==> src/design/game_pkg.sv <==
package game_pkg;

	localparam int GRID = 8;

	typedef logic [2:0] col_t;	// column or row index
	typedef logic [7:0] row_bits_t;	// bit c is column c, 0 lights it
	typedef logic [7:0] lives_t;

	localparam col_t BOTTOM_ROW = 3'd7;	// player row
	localparam col_t SHOT_START = 3'd6;	// new shots appear here
	localparam lives_t LIVES_INIT = 8'd5;

	// tick periods in CLK cycles on the board
	localparam int STEP_DIV_DEF = 4000000;
	localparam int FALL_DIV_DEF = 12500000;

	// column c spawns when acc % SPAWN_MOD[c] == SPAWN_REM[c]
	localparam logic [7:0] SPAWN_MOD [GRID] = '{
		8'd9,
		8'd31,
		8'd23,
		8'd13,
		8'd8,
		8'd11,
		8'd19,
		8'd8
	};
	localparam logic [7:0] SPAWN_REM [GRID] = '{
		8'd2,
		8'd13,
		8'd3,
		8'd5,
		8'd1,
		8'd2,
		8'd7,
		8'd4
	};

	localparam logic [7:0] RND_SEED = 8'd20;
	localparam logic [7:0] RND_STEP_SEED = 8'd44;

	// game over cross, indexed by row
	localparam row_bits_t GG_GLYPH [GRID] = '{
		8'b01111110,
		8'b10111101,
		8'b11011011,
		8'b11100111,
		8'b11100111,
		8'b11011011,
		8'b10111101,
		8'b01111110
	};

	typedef enum logic [1:0] {
		CMD_NONE,
		CMD_LEFT,
		CMD_RIGHT,
		CMD_FIRE
	} cmd_t;

	typedef enum logic {
		GS_PLAY,
		GS_OVER
	} game_state_t;

endpackage

==> src/design/field_if.sv <==
`timescale 1ns/10ps

interface field_if;
	import game_pkg::*;

	col_t player;
	logic [GRID-1:0] item_active;
	col_t [GRID-1:0] item_row;	// one row index per column
	logic [GRID-1:0] shot_active;
	col_t [GRID-1:0] shot_row;
	game_state_t state;

	modport exec (
		output player, item_active, item_row,
		output shot_active, shot_row, state
	);

	modport render (
		input player, item_active, item_row,
		input shot_active, shot_row, state
	);

endinterface

==> src/design/tick_gen.sv <==
`timescale 1ns/10ps

module tick_gen #(
	parameter int STEP_DIV = game_pkg::STEP_DIV_DEF,
	parameter int FALL_DIV = game_pkg::FALL_DIV_DEF
) (
	input  logic CLK,
	input  logic reset,
	output logic step_tick,
	output logic fall_tick
);
	localparam int MAX_DIV = (STEP_DIV > FALL_DIV) ? STEP_DIV : FALL_DIV;
	localparam int CW = $clog2(MAX_DIV + 1);
	localparam int DIVS [2] = '{STEP_DIV, FALL_DIV};

	logic [CW-1:0] cnt [2];
	logic [1:0] ticks;	// 0 step, 1 fall

	always_ff @(posedge CLK)
	begin
		if (reset)
		begin
			cnt[0] <= '0;
			cnt[1] <= '0;
			ticks <= '0;
		end
		else
		begin
			for (int i = 0; i < 2; i++)
			begin
				if (cnt[i] == CW'(DIVS[i] - 1))
				begin
					cnt[i] <= '0;
					ticks[i] <= 1'b1;	// one cycle pulse on wrap
				end
				else
				begin
					cnt[i] <= cnt[i] + 1'b1;
					ticks[i] <= 1'b0;
				end
			end
		end
	end

	assign step_tick = ticks[0];
	assign fall_tick = ticks[1];

endmodule

==> src/design/input_decode.sv <==
`timescale 1ns/10ps

module input_decode (
	input  logic CLK,
	input  logic reset,
	input  logic step_tick,
	input  logic left,
	input  logic right,
	input  logic shoot,
	output game_pkg::cmd_t cmd,
	output logic cmd_valid
);
	import game_pkg::*;

	cmd_t next_cmd;

	// left wins over right, right over shoot
	always_comb
	begin
		if (left)
			next_cmd = CMD_LEFT;
		else if (right)
			next_cmd = CMD_RIGHT;
		else if (shoot)
			next_cmd = CMD_FIRE;
		else
			next_cmd = CMD_NONE;
	end

	always_ff @(posedge CLK)
	begin
		if (reset)
			cmd_valid <= 1'b0;
		else
			cmd_valid <= step_tick;
	end

	always_ff @(posedge CLK)
	begin
		if (step_tick)
			cmd <= next_cmd;	// sampled once per step
	end

endmodule

==> src/design/field_execute.sv <==
`timescale 1ns/10ps

module field_execute (
	input  logic CLK,
	input  logic reset,
	input  logic fall_tick,
	input  game_pkg::cmd_t cmd,
	input  logic cmd_valid,
	output game_pkg::lives_t lives,
	field_if.exec field
);
	import game_pkg::*;

	col_t player;
	logic [GRID-1:0] item_active;
	col_t [GRID-1:0] item_row;
	logic [GRID-1:0] shot_active;
	col_t [GRID-1:0] shot_row;
	game_state_t state;
	lives_t lives_q;
	logic [7:0] rnd;	// spawn accumulator
	logic [7:0] rnd_step;

	col_t n_player;
	logic [GRID-1:0] n_item_active;
	col_t [GRID-1:0] n_item_row;
	logic [GRID-1:0] n_shot_active;
	col_t [GRID-1:0] n_shot_row;
	game_state_t n_state;
	lives_t n_lives;
	logic [7:0] n_rnd;
	logic [7:0] n_rnd_step;

	always_comb
	begin
		n_player = player;
		n_item_active = item_active;
		n_item_row = item_row;
		n_shot_active = shot_active;
		n_shot_row = shot_row;
		n_state = state;
		n_lives = lives_q;
		n_rnd = rnd;
		n_rnd_step = rnd_step;

		if (state == GS_PLAY)
		begin
			if (fall_tick)
			begin
				for (int c = 0; c < GRID; c++)
				begin
					if (shot_active[c])
					begin
						if (shot_row[c] == '0)
							n_shot_active[c] = 1'b0;	// left the top
						else
							n_shot_row[c] = shot_row[c] - 1'b1;
					end
					if (item_active[c])
					begin
						if (item_row[c] == BOTTOM_ROW)
						begin
							n_item_active[c] = 1'b0;
							if (col_t'(c) == player && n_lives != '0)
								n_lives = n_lives - 1'b1;	// missed item
						end
						else
							n_item_row[c] = item_row[c] + 1'b1;
					end
					if (n_item_active[c] && n_shot_active[c] &&
						{1'b0, n_shot_row[c]} <= {1'b0, n_item_row[c]} + 4'd1)
					begin
						n_item_active[c] = 1'b0;
						n_shot_active[c] = 1'b0;
					end
				end

				n_rnd = rnd + rnd_step;
				n_rnd_step = rnd_step + 1'b1;

				for (int c = 0; c < GRID; c++)
				begin
					if (!n_item_active[c] && (n_rnd % SPAWN_MOD[c]) == SPAWN_REM[c])
					begin
						n_item_active[c] = 1'b1;
						n_item_row[c] = '0;
					end
				end

				if (n_lives == '0)
					n_state = GS_OVER;
			end

			if (cmd_valid)
			begin
				case (cmd)
					CMD_LEFT:
						if (player != '0)
							n_player = player - 1'b1;
					CMD_RIGHT:
						if (player != col_t'(GRID - 1))
							n_player = player + 1'b1;
					CMD_FIRE:
						if (!n_shot_active[player])
						begin
							n_shot_active[player] = 1'b1;
							n_shot_row[player] = SHOT_START;
						end
					default:
						;
				endcase
			end
		end
	end

	always_ff @(posedge CLK)
	begin
		if (reset)
		begin
			player <= '0;
			item_active <= '0;
			shot_active <= '0;
			state <= GS_PLAY;
			lives_q <= LIVES_INIT;
			rnd <= RND_SEED;
			rnd_step <= RND_STEP_SEED;
		end
		else
		begin
			player <= n_player;
			item_active <= n_item_active;
			shot_active <= n_shot_active;
			state <= n_state;
			lives_q <= n_lives;
			rnd <= n_rnd;
			rnd_step <= n_rnd_step;
		end
	end

	always_ff @(posedge CLK)
	begin
		item_row <= n_item_row;
		shot_row <= n_shot_row;
	end

	assign field.player = player;
	assign field.item_active = item_active;
	assign field.item_row = item_row;
	assign field.shot_active = shot_active;
	assign field.shot_row = shot_row;
	assign field.state = state;
	assign lives = lives_q;

endmodule

==> src/design/matrix_render.sv <==
`timescale 1ns/10ps

module matrix_render (
	input  logic CLK,
	input  logic reset,
	field_if.render field,
	output game_pkg::col_t row_sel,
	output game_pkg::row_bits_t data_r,
	output game_pkg::row_bits_t data_g,
	output game_pkg::row_bits_t data_b
);
	import game_pkg::*;

	col_t nxt_row;
	row_bits_t nxt_r;
	row_bits_t nxt_g;
	row_bits_t nxt_b;

	assign nxt_row = row_sel + 1'b1;	// wraps after row 7

	always_comb
	begin
		nxt_r = '1;
		nxt_g = '1;
		nxt_b = '1;
		if (field.state == GS_OVER)
			nxt_r = GG_GLYPH[nxt_row];
		else
		begin
			for (int c = 0; c < GRID; c++)
			begin
				if (field.item_active[c] && field.item_row[c] == nxt_row)
					nxt_r[c] = 1'b0;
				if (field.shot_active[c] && field.shot_row[c] == nxt_row)
					nxt_g[c] = 1'b0;
				if (nxt_row == BOTTOM_ROW && field.player == col_t'(c))
					nxt_b[c] = 1'b0;	// player only on bottom row
			end
		end
	end

	// row select and data change on the same edge
	always_ff @(posedge CLK)
	begin
		if (reset)
		begin
			row_sel <= '0;
			data_r <= '1;
			data_g <= '1;
			data_b <= '1;
		end
		else
		begin
			row_sel <= nxt_row;
			data_r <= nxt_r;
			data_g <= nxt_g;
			data_b <= nxt_b;
		end
	end

endmodule

==> src/design/drop_game_top.sv <==
`timescale 1ns/10ps

module drop_game_top #(
	parameter int STEP_DIV = game_pkg::STEP_DIV_DEF,
	parameter int FALL_DIV = game_pkg::FALL_DIV_DEF
) (
	input  logic CLK,
	input  logic reset,
	input  logic left,
	input  logic right,
	input  logic shoot,
	output game_pkg::col_t row_sel,
	output game_pkg::row_bits_t data_r,
	output game_pkg::row_bits_t data_g,
	output game_pkg::row_bits_t data_b,
	output game_pkg::lives_t lives
);
	import game_pkg::*;

	logic step_tick;
	logic fall_tick;
	cmd_t cmd;
	logic cmd_valid;

	field_if field ();

	tick_gen #(
		.STEP_DIV (STEP_DIV),
		.FALL_DIV (FALL_DIV)
	) u_tick (
		.CLK       (CLK),
		.reset     (reset),
		.step_tick (step_tick),
		.fall_tick (fall_tick)
	);

	input_decode u_decode (
		.CLK       (CLK),
		.reset     (reset),
		.step_tick (step_tick),
		.left      (left),
		.right     (right),
		.shoot     (shoot),
		.cmd       (cmd),
		.cmd_valid (cmd_valid)
	);

	field_execute u_exec (
		.CLK       (CLK),
		.reset     (reset),
		.fall_tick (fall_tick),
		.cmd       (cmd),
		.cmd_valid (cmd_valid),
		.lives     (lives),
		.field     (field)
	);

	matrix_render u_render (
		.CLK     (CLK),
		.reset   (reset),
		.field   (field),
		.row_sel (row_sel),
		.data_r  (data_r),
		.data_g  (data_g),
		.data_b  (data_b)
	);

endmodule

==> config.mk <==
export PLATFORM = sky130hd
export DESIGN_NAME = drop_game_top
export DESIGN_NICKNAME = d
export VERILOG_FILES = /design/src/design/game_pkg.sv /design/src/design/field_if.sv /design/src/design/tick_gen.sv /design/src/design/input_decode.sv /design/src/design/field_execute.sv /design/src/design/matrix_render.sv /design/src/design/drop_game_top.sv
export SDC_FILE = /design/constraint.sdc
export NUM_CORES = 1
export LEC_CHECK = 0
export BUFFER_PORTS_ARGS = -buffer_cell sky130_fd_sc_hd__buf_2
export CORE_MARGIN = 1
export CORE_UTILIZATION = 60
export CTS_BUF_LIST = sky130_fd_sc_hd__clkbuf_8 sky130_fd_sc_hd__clkbuf_16
export CTS_CLUSTER_DIAMETER = 200
export DETAILED_ROUTE_END_ITERATION = 8
export GPL_TIMING_DRIVEN = 0
export PLACE_DENSITY = 0.85
export SKIP_LAST_GASP = 1
export SLEW_MARGIN = 20
export SYNTH_ARGS = -nofsm -noshare
export SYNTH_HDL_FRONTEND = slang
export SYNTH_SLANG_ARGS = --single-unit
export TNS_END_PERCENT = 50
==> constraint.sdc <==
create_clock -name CLK -period 29.1 [get_ports CLK]
set_clock_uncertainty 0.05 [all_clocks]
set_input_delay 1.455 -clock CLK [delete_from_list [all_inputs] [get_ports CLK]]
set_output_delay 1.455 -clock CLK [all_outputs]
set_load 0.005 [all_outputs]
==> reports/qor.txt, run 1 <==
most frequent cells in the layout = nor2_1 (243), nand2_1 (216), xnor2_1 (123)
adder-cell share of the synthesized area = 0.08782
DRT iter0 DRCs = 1664
Synth Area in Simple Gates = 0.2379
family with the most delay on the worst path = compound AO/OA/AOI/OAI gates
min Tclk post-route = 12.79 ns
Hold Fails Final Rpt = 0
Starting Density = 0.6092
latest clock arrival within the worst-skew pair = 0.45 ns
final setup fails = 0
top fanout value on the critical path = 8
Post-Synth XOR/XNOR Area = 0.1133
Worst Path Arrival = 13.08 ns
Port Buffers = 38
Placed Instance Area = 17140 um2
Design Area, Final = 17720 um2
Peak Freq = 0.07816 GHz
setup TNS after final layout = 0 ns
Die Span Y = 167.0 um
Ant. Diodes = 0
fillers = 2231
crit share post-route = 0.4397
Post-route DRC = 0
Crit path required time = 29.39 ns
Synth Cell Area = 16330 um2
Die Wd = 167.0 um
met2 Use GR = 0.5794
NetSw = 0.1575 mW
Clk pin slew, worst setup/hold paths = 0.08 ns
EDFF count, synth = 98
CTS Buf Count = 17
Critical Path Sink Type = flop
post-route ant nets = 0
HP Class = reg -> reg
CP max-delay cell = a211oi_2
Pre-antenna DRT Iters = 7
Power Dens Cells = 31.62 nW/um2
I/O pin count = 40
Max Cap Viol = 0
Final Max Tran Viols = 0
met1 Use GR = 0.4094
cell repeated most along the worst path = ha_1
Seq cells post-synth = 172
layout cells sized above 1 = 0.07829
drt total wl = 47.12 mm
vias in the first global route = 15260
post-synthesis mux area share = 0.03134
largest family of logic cells by synthesized area = simple AND/OR/NAND/NOR gates
asr flop ratio synth = 0
placer congestion estimate = 0.9628
via count = 16050
Gate Count Post-Synth = 2028
largest net degree at the start of global routing = 34
Syn-to-layout area delta = 8.537%
# rows = 60
GRT Resource Usage Total = 0.3347
post-CTS setup repair buffer count = 0
fin nets = 2252
Post-synth top flop = edfxtp_1
Logic pwr share = 0.099
slew margin rel. = 0.2542
Tightest Pin Transition = 1.115 ns
status = finished clean
P_int = 0.4030 mW
antenna violations before repair = 0
Clock Sinks = 172
max incr delay on CP = 0.49 ns
cts repair resizes = 0
area of the multi-input gates = 11370 um2
die area = 27880 um2
most used routing layer = met2
CTS tree = done
gr ovfl total = 0
H-tree depth = 4
Clock power frac = 0.411
storage element area = 4424 um2
post-synth cell types = 119
CP Class = reg -> reg
post-detail-place hpwl = 35.36 mm
leakage = 6.780 nW
GRT met3 Usage = 0.04967
commonest non-fill, non-tap cell in the layout = nor2_1
Flop pwr share = 0.490
Clock Path Buffers = 2
post-synthesis sequential area ratio = 0.2710
crit path launch type = flop
worst vdd ir = 28.96 uV
unrepaired setup endpoints after global routing = no
clock root buffer = clkbuf_16
Switching Share = 0.2810
DR WL/cell = 18.95 um
syn avg cell area = 8.051 um2
Post-CTS Hold Fix Bufs = 0
core area = 26800 um2
post-synthesis compound-gate area fraction = 0.2143
WP buf/inv = 4
vias per cell = 6.452
YS warnings = 0
global-route wire length before repair = 75.71 mm
==> sequential cells by signal, indices dropped and copies added, names as in the netlist, 2 cells and up <==
signal and cells:
u_tick.cnt 48, u_exec.field.item_row 24, u_exec.field.shot_row 24, u_exec.field.item_active 8
u_exec.field.shot_active 8, u_exec.lives 8, u_exec.rnd 8, u_exec.rnd_step 8
u_render.data_b 8, u_render.data_g 8, u_render.data_r 8, u_exec.field.player 3
u_render.row_sel 3, u_decode.cmd 2, u_tick.ticks 2
==> per-layer routing <==
metal / wire length, um / vias to the layer above / part of all wire
met5: 0 / - / 0
met1: 18980 / 7628 / 0.40
li1: - / 7536 / -
met3: 3530 / 161 / 0.075
met4: 2008 / 0 / 0.043
met2: 22600 / 720 / 0.48
==> final timing paths <==
kind,slack (ns),from,end,depth (start not counted)
max,16.31,u_exec.field.player[1],u_exec.lives[5],49
min,0.41,u_exec.rnd[5],u_exec.rnd[5],2
max reg2reg,16.31,u_exec.field.player[1],u_exec.lives[5],49
min reg2reg,0.41,u_exec.rnd[5],u_exec.rnd[5],2
==> per-stage QoR <==
stage,total power [mW],setup WS [ns],hold WS [ns],utilization,std cells
floorplan,0.3193,18.46,0.3550,-,2075
global placement,0.3298,16.79,0.3962,0.6388,2454
detailed placement,0.3336,16.58,0.4043,0.6396,2455
CTS,0.5574,16.48,0.4140,0.6610,2487
global route,0.5771,15.30,0.4408,0.6612,2487
finish,0.5604,16.31,0.4147,0.6612,2487
==> worst register-to-register path, delay by kind of cell, from the launching register on <==
kind                     cells  cell delay, ns
multiplexers                 4            1.38
flip-flops                   1            0.41
AND/OR/NAND/NOR             12            2.35
adder cells (fa/ha/maj)      8            2.16
AO/OA/AOI/OAI               15            4.01
XOR/XNOR                     6            1.81
buffers and inverters        4            0.51
==> synth_stat cells (all sizes together), types with 10 or more instances <==
library cell / number / area (um2)
a211oi: 10 / 85.08
a21boi: 10 / 75.07
a21o: 23 / 173.9
a21oi: 125 / 648.1
a31oi: 27 / 205.2
and2: 20 / 125.1
and3: 31 / 203.9
buf: 20 / 135.1
clkbuf: 64 / 241.5
dfxtp: 74 / 1481
edfxtp: 98 / 2943
ha: 113 / 1414
inv: 88 / 330.3
mux2: 27 / 311.5
mux2i: 20 / 200.2
nand2: 216 / 810.8
nand2b: 19 / 118.9
nand3: 98 / 495.5
nand4: 29 / 181.4
nor2: 243 / 912.1
nor2b: 25 / 156.4
nor3: 39 / 215.2
nor4: 18 / 125.1
o211ai: 22 / 175.2
o21a: 13 / 97.59
o21ai: 118 / 590.6
o21bai: 10 / 75.07
o221ai: 10 / 87.58
o22ai: 33 / 212.7
o31ai: 10 / 93.84
or2: 10 / 62.56
or3: 10 / 62.56
xnor2: 125 / 1110
xor2: 82 / 718.2
==> power by group through the flow <==
stage	clock [mW]	combinational, mW	sequential (mW)
detailed placement	0	0.0538	0.280
global route	0.239	0.0620	0.276
CTS	0.229	0.0544	0.274
floorplan	0	0.0420	0.277
global placement	0	0.0507	0.279
finish	0.230	0.0554	0.275
==> final cells by class <==
cell class	count	area share
buffer	85	0.02182
clock buffer	17	0.02401
clock inverter	15	0.008332
inverter	89	0.01885
multi-input combinational	1729	0.6414
sequential	172	0.2497
tap	341	0.02408
timing repair buffer	39	0.01186
==> cell families after synthesis <==
| logic type | after synthesis |
|---|---|
| buffers and inverters | 174 |
| AOI/OAI and AO/OA | 512 |
| DFF | 172 |
| xor gates and xnor gates | 208 |
| and+or+nand+nor | 800 |
| muxes | 47 |
| other | 1 |
| adders and majority gates | 114 |
Note: power is estimated with default switching activity, not from simulation.
==> run 2: changes to the inputs <==
--- a/config.mk
+++ b/config.mk
@@ -5,14 +5,15 @@
 export SDC_FILE = /design/constraint.sdc
 export NUM_CORES = 1
 export LEC_CHECK = 0
+export ABC_AREA = 1
 export BUFFER_PORTS_ARGS = -buffer_cell sky130_fd_sc_hd__buf_2
 export CORE_MARGIN = 1
-export CORE_UTILIZATION = 60
+export CORE_UTILIZATION = 58
 export CTS_BUF_LIST = sky130_fd_sc_hd__clkbuf_8 sky130_fd_sc_hd__clkbuf_16
 export CTS_CLUSTER_DIAMETER = 200
 export DETAILED_ROUTE_END_ITERATION = 8
 export GPL_TIMING_DRIVEN = 0
-export PLACE_DENSITY = 0.85
+export PLACE_DENSITY = 0.86
 export SKIP_LAST_GASP = 1
 export SLEW_MARGIN = 20
 export SYNTH_ARGS = -nofsm -noshare
==> constraint.sdc (replaced) <==
create_clock -name CLK -period 10.4 [get_ports CLK]
set_clock_uncertainty 0.05 [all_clocks]
set_input_delay 0.52 -clock CLK [delete_from_list [all_inputs] [get_ports CLK]]
set_output_delay 0.52 -clock CLK [all_outputs]
set_load 0.005 [all_outputs]
==> reports/qor.txt, run 2 <==
Clk pin slew, worst setup/hold paths = 0.08 ns
Final Max Tran Viols = 0
drt total wl = 39.04 mm
I/O pin count = 40
Ant. Diodes = 0
Crit path required time = 10.72 ns
post-detail-place hpwl = 29.59 mm
crit share post-route = 0.8437
cts repair resizes = 0
Starting Density = 0.5935
min Tclk post-route = 8.774 ns
Clock power frac = 0.414
HP Class = in -> reg
syn avg cell area = 7.024 um2
met2 wire len = 18.62 mm
top flop regs = u_tick.cnt x48, u_exec.field.item_row x24, u_exec.field.shot_row x24
Yosys top cell area share = 0.1963
Die Wd = 162.8 um
DR WL/cell = 15.11 um
YS warnings = 0
Peak Freq = 0.1140 GHz
worst slack at placement = 1.734 ns
P_int = 1.166 mW
Final WS setup = 1.626 ns
fillers = 2184
worst hold endpoint = u_decode.cmd[1]
leakage = 7.890 nW
Hold Fails Final Rpt = 0
Post-synth top flop = edfxtp_1
Gate Count Post-Synth = 2134
max incr delay on CP = 0.49 ns
core area = 25250 um2
H-tree depth = 4
r2r setup slk = 1.63 ns
final core occ = 0.6497
Post-CTS Hold Fix Bufs = 0
die area = 26490 um2
final setup fails = 0
gr ovfl total = 0
hold path start = left
Synth top cells by count = nand2_1 (410), inv_1 (339), nor2_1 (268)
Seq cells post-synth = 172
CTS tree = done
commonest non-fill, non-tap cell in the layout = nand2_1
register with the most flip-flops = u_tick.cnt
placer congestion estimate = 0.9407
CP Class = reg -> reg
# rows = 58
global-route wire length before repair = 64.23 mm
Port Buffers = 39
Power Dens Cells = 99.43 nW/um2
post-synthesis sequential area ratio = 0.2952
EDFF count, synth = 98
Tightest Pin Transition = 0.9639 ns
placed insts = 2551
Logic pwr share = 0.113
Clock Path Buffers = 2
clock root buffer = clkbuf_16
Hold WS = 0.3555 ns
met1 wire length = 16.23 mm
WL met3 = 2.775 mm
slew margin rel. = 0.3558
worst vdd ir = 92.02 uV
post-route ant nets = 0
DRT iter0 DRCs = 1326
latest clock arrival within the worst-skew pair = 0.45 ns
Max Cap Viol = 0
Switching Share = 0.2852
Flop pwr share = 0.473
most frequent cell after synthesis = nand2_1
Placed Instance Area = 15800 um2
top fanout value on the critical path = 12
Post-route DRC = 0
Hold Path Cell Cnt = 2
post-synth top area cell = edfxtp_1
Finished Layout Cells = 2583
Synth Cell Area = 14990 um2
fin nets = 2359
Syn-to-layout area delta = 9.466%
GRT Resource Usage Total = 0.3001
Register-to-Register Path Depth = 61
setup TNS after final layout = 0 ns
DR top layer = met4
final total power = 1.632 mW
cell repeated most along the worst path = nand2_1
via count = 14590
NetSw = 0.4653 mW
vias per cell = 5.648
unrepaired setup endpoints after global routing = no
Die Span Y = 162.8 um
Critical Path Sink Type = flop
CP max-delay cell = dfxtp_1
Worst Path Arrival = 9.09 ns
vias in the first global route = 13960
antenna violations before repair = 0
CTS Buf Count = 17
most frequent cells in the layout = nand2_1 (410), inv_1 (339), nor2_1 (268)
max reg flops = 48
Pre-antenna DRT Iters = 6
layout cells sized above 1 = 0.08211
asr flop ratio synth = 0
Synth area leaders = edfxtp_1 (20%), nand2_1 (10%), dfxtp_1 (9.9%), ha_1 (9.4%), inv_1 (8.5%)
largest net degree at the start of global routing = 34
status = finished clean
post-CTS setup repair buffer count = 0
area of the multi-input gates = 9224 um2
Design Area, Final = 16410 um2
FF-to-FF Start = u_exec.field.player[0]
post-synth cell types = 61
Clock Sinks = 172
reg2reg end = u_exec.field.state
crit path launch type = flop
storage element area = 4424 um2
==> run 2: layer usage <==
metal  vias to the layer above  track usage
li1                       7220            -
met1                      6682       0.3645
met2                       568       0.5184
met3                       119      0.04813
met4                         0       0.1381
met5                         -            0
==> run 2: area by class of cell <==
| cell class | instances | share of cell area |
|---|---|---|
| plain buffers | 40 | 0.01052 |
| clock buffers | 18 | 0.02677 |
| clock inverters | 14 | 0.01052 |
| inverters | 359 | 0.08213 |
| multi-input cells | 1610 | 0.5621 |
| flip-flops and latches | 172 | 0.2696 |
| well taps | 330 | 0.02516 |
| repair buffers | 40 | 0.01312 |
==> run 2: how the worst max path moves through the flow <==
stage / slack (ns) / cells past startpoint / to / from
after global routing: 0.73 / 61 / u_exec.field.state / u_exec.field.player[0]
after detailed placement: 1.73 / 60 / u_exec.field.state / u_exec.field.player[0]
after global placement: 1.90 / 60 / u_exec.field.state / u_exec.field.player[0]
after floorplan: 3.10 / 60 / u_exec.field.state / u_exec.field.player[0]
after CTS: 1.69 / 60 / u_exec.field.state / u_exec.field.player[0]
final: 1.63 / 61 / u_exec.field.state / u_exec.field.player[0]
==> run 2: critical path, delay by kind of cell, from the launching register on <==
family,cells,cell delay [ns]
XOR/XNOR,1,0.38
AO/OA/AOI/OAI,3,0.69
adder cells (fa/ha/maj),7,1.51
AND/OR/NAND/NOR,40,4.42
buffers and inverters,10,1.13
flip-flops,1,0.49
==> run 2: logic make-up after synthesis <==
| kind of cell | after synthesis | synth area share |
|---|---|---|
| other | 1 | 0.0002502 |
| adder cells (fa/ha/maj) | 114 | 0.09566 |
| buffers and inverters | 399 | 0.1013 |
| AND/OR/NAND/NOR | 1008 | 0.3063 |
| AO/OA/AOI/OAI | 328 | 0.1326 |
| XOR/XNOR | 112 | 0.06870 |
| flip-flops | 172 | 0.2952 |
==> run 2: power by group through the flow <==
stage	logic, mW	clock network (mW)	registers, mW
global placement	0.168	0	0.784
CTS	0.181	0.675	0.771
detailed placement	0.179	0	0.787
floorplan	0.135	0	0.780
finish	0.184	0.676	0.772
global route	0.207	0.703	0.775
==> run 3: changes to the inputs <==
==> constraint.sdc (replaced) <==
create_clock -name CLK -period 7.7 [get_ports CLK]
set_clock_uncertainty 0.05 [all_clocks]
set_input_delay 0.385 -clock CLK [delete_from_list [all_inputs] [get_ports CLK]]
set_output_delay 0.385 -clock CLK [all_outputs]
set_load 0.005 [all_outputs]
==> reports/qor.txt, run 3 (synthesis results as in run 2) <==
status = finished clean
fillers = 2048
drt total wl = 41.03 mm
commonest non-fill, non-tap cell in the layout = nand2_1
cell repeated most along the worst path = nand2_2
Design Area, Final = 17150 um2
Clock Path Buffers = 2
HP Class = in -> reg
Clock power frac = 0.413
latest clock arrival within the worst-skew pair = 0.45 ns
register with the most flip-flops = u_tick.cnt
most frequent cells in the layout = nand2_1 (385), inv_1 (330), nor2_1 (259)
Switching Share = 0.2843
P_int = 1.575 mW
Placed Instance Area = 15800 um2
WP buf/inv = 5
Port Buffers = 39
min Tclk post-route = 7.513 ns
DR WL/cell = 15.59 um
Post-CTS Hold Fix Bufs = 0
clock root buffer = clkbuf_16
DRT iter0 DRCs = 1439
largest net degree at the start of global routing = 34
NetSw = 0.6256 mW
crit path launch type = flop
placer congestion estimate = 0.9407
top fanout value on the critical path = 8
max incr delay on CP = 0.41 ns
Die Wd = 162.8 um
CP Class = reg -> reg
Crit path depth = 53
antenna violations before repair = 0
vias in the first global route = 14080
Hold Fails Final Rpt = 0
leakage = 8.184 nW
via count = 14990
Worst Path Arrival = 7.83 ns
final setup fails = 0
Crit path required time = 8.02 ns
Power Dens Cells = 128.3 nW/um2
Starting Density = 0.5935
Max Cap Viol = 0
Register-to-Register Path Depth = 53
Peak Freq = 0.1331 GHz
Logic pwr share = 0.114
CTS tree = done
I/O pin count = 40
die area = 26490 um2
Die Span Y = 162.8 um
Ant. Diodes = 0
GRT Resource Usage Total = 0.3022
Tightest Pin Transition = 0.9927 ns
Final Max Tran Viols = 0
vias per cell = 5.699
final total power = 2.200 mW
Flop pwr share = 0.473
Pre-antenna DRT Iters = 6
layout cells sized above 1 = 0.1334
slew margin rel. = 0.3366
Clk pin slew, worst setup/hold paths = 0.07 ns
final core occ = 0.6793
Hold WS = 0.2176 ns
fin nets = 2407
crit share post-route = 0.9757
Hold Path Cell Cnt = 2
H-tree depth = 4
post-route ant nets = 0
max reg flops = 48
family with the most delay on the worst path = simple AND/OR/NAND/NOR gates
Post-route DRC = 0
Syn-to-layout area delta = 14.44%
global-route wire length before repair = 64.68 mm
Clock Sinks = 172
gr ovfl total = 0
Critical Path Sink Type = flop
post-detail-place hpwl = 29.59 mm
setup TNS after final layout = 0 ns
top flop regs = u_tick.cnt x48, u_exec.field.item_row x24, u_exec.field.shot_row x24
core area = 25250 um2
CP max-delay cell = edfxtp_1
CTS Buf Count = 17
# rows = 58
worst vdd ir = 125.6 uV
-- run 3: cell types whose count changed in the layout (fill, tap and decap cells not counted), moves of 5 or more --
cell,delta
buf_4,+47
nand2_1,-25
nand2_2,+20
ha_1,-10
inv_1,-9
nor2_1,-9
inv_2,+8
ha_4,+7
nor2_2,+7
dfxtp_1,-6
dfxtp_2,+5
nand2_4,+5
-- run 3: cell type report --
class	instances	area (um2)	share of cell area
buffer	40	172.7	0.01007
clock buffer	18	439.2	0.02560
clock inverter	14	172.7	0.01007
inverter	359	1363	0.07943
multi-input combinational	1610	9572	0.5580
sequential	172	4434	0.2585
tap	330	412.9	0.02407
timing repair buffer	88	588.1	0.03428
-- run 3: final timing paths --
path	from	end	slack [ns]
worst min-delay path	left	u_decode.cmd[1]	0.22
worst max register to register	u_exec.field.item_row[0]	u_exec.field.state	0.19
worst min register to register	u_tick.ticks[0]	u_decode.cmd_valid	0.41
worst max-delay path	u_exec.field.item_row[0]	u_exec.field.state	0.19
-- run 3: per-stage QoR --
step           setup WS [ns]  std cells
6_report              0.1874       2631
5_1_grt              -0.2139       2631
4_1_cts             0.007802       2589
3_5_place_dp         -0.9657       2551
3_3_place_gp         -0.7952       2550
2_1_floorplan         0.4007       2181
-- run 3: power by group through the flow --
stage                     Clock (mW)  Sequential [mW]  Combinational [mW]
after floorplan                    0             1.05               0.182
after global placement             0             1.06               0.227
after detailed placement           0             1.06               0.241
after CTS                      0.912             1.04               0.244
after global routing           0.949             1.05               0.281
final                          0.909             1.04               0.250
-- run 3: per-layer routing --
metal	track usage	up-vias	part of all wire
met3	0.04940	149	0.079
met1	0.3656	6855	0.40
li1	-	7326	-
met4	0.1470	0	0.041
met5	0	-	0
met2	0.5197	664	0.48
-- run 3: repair_timing --
item                                    in CTS  in global routing
endpoints found under the setup margin       9                  9
gates resized for setup                     23                 78
pin swaps                                    5                 59
setup buffers                                6                 42
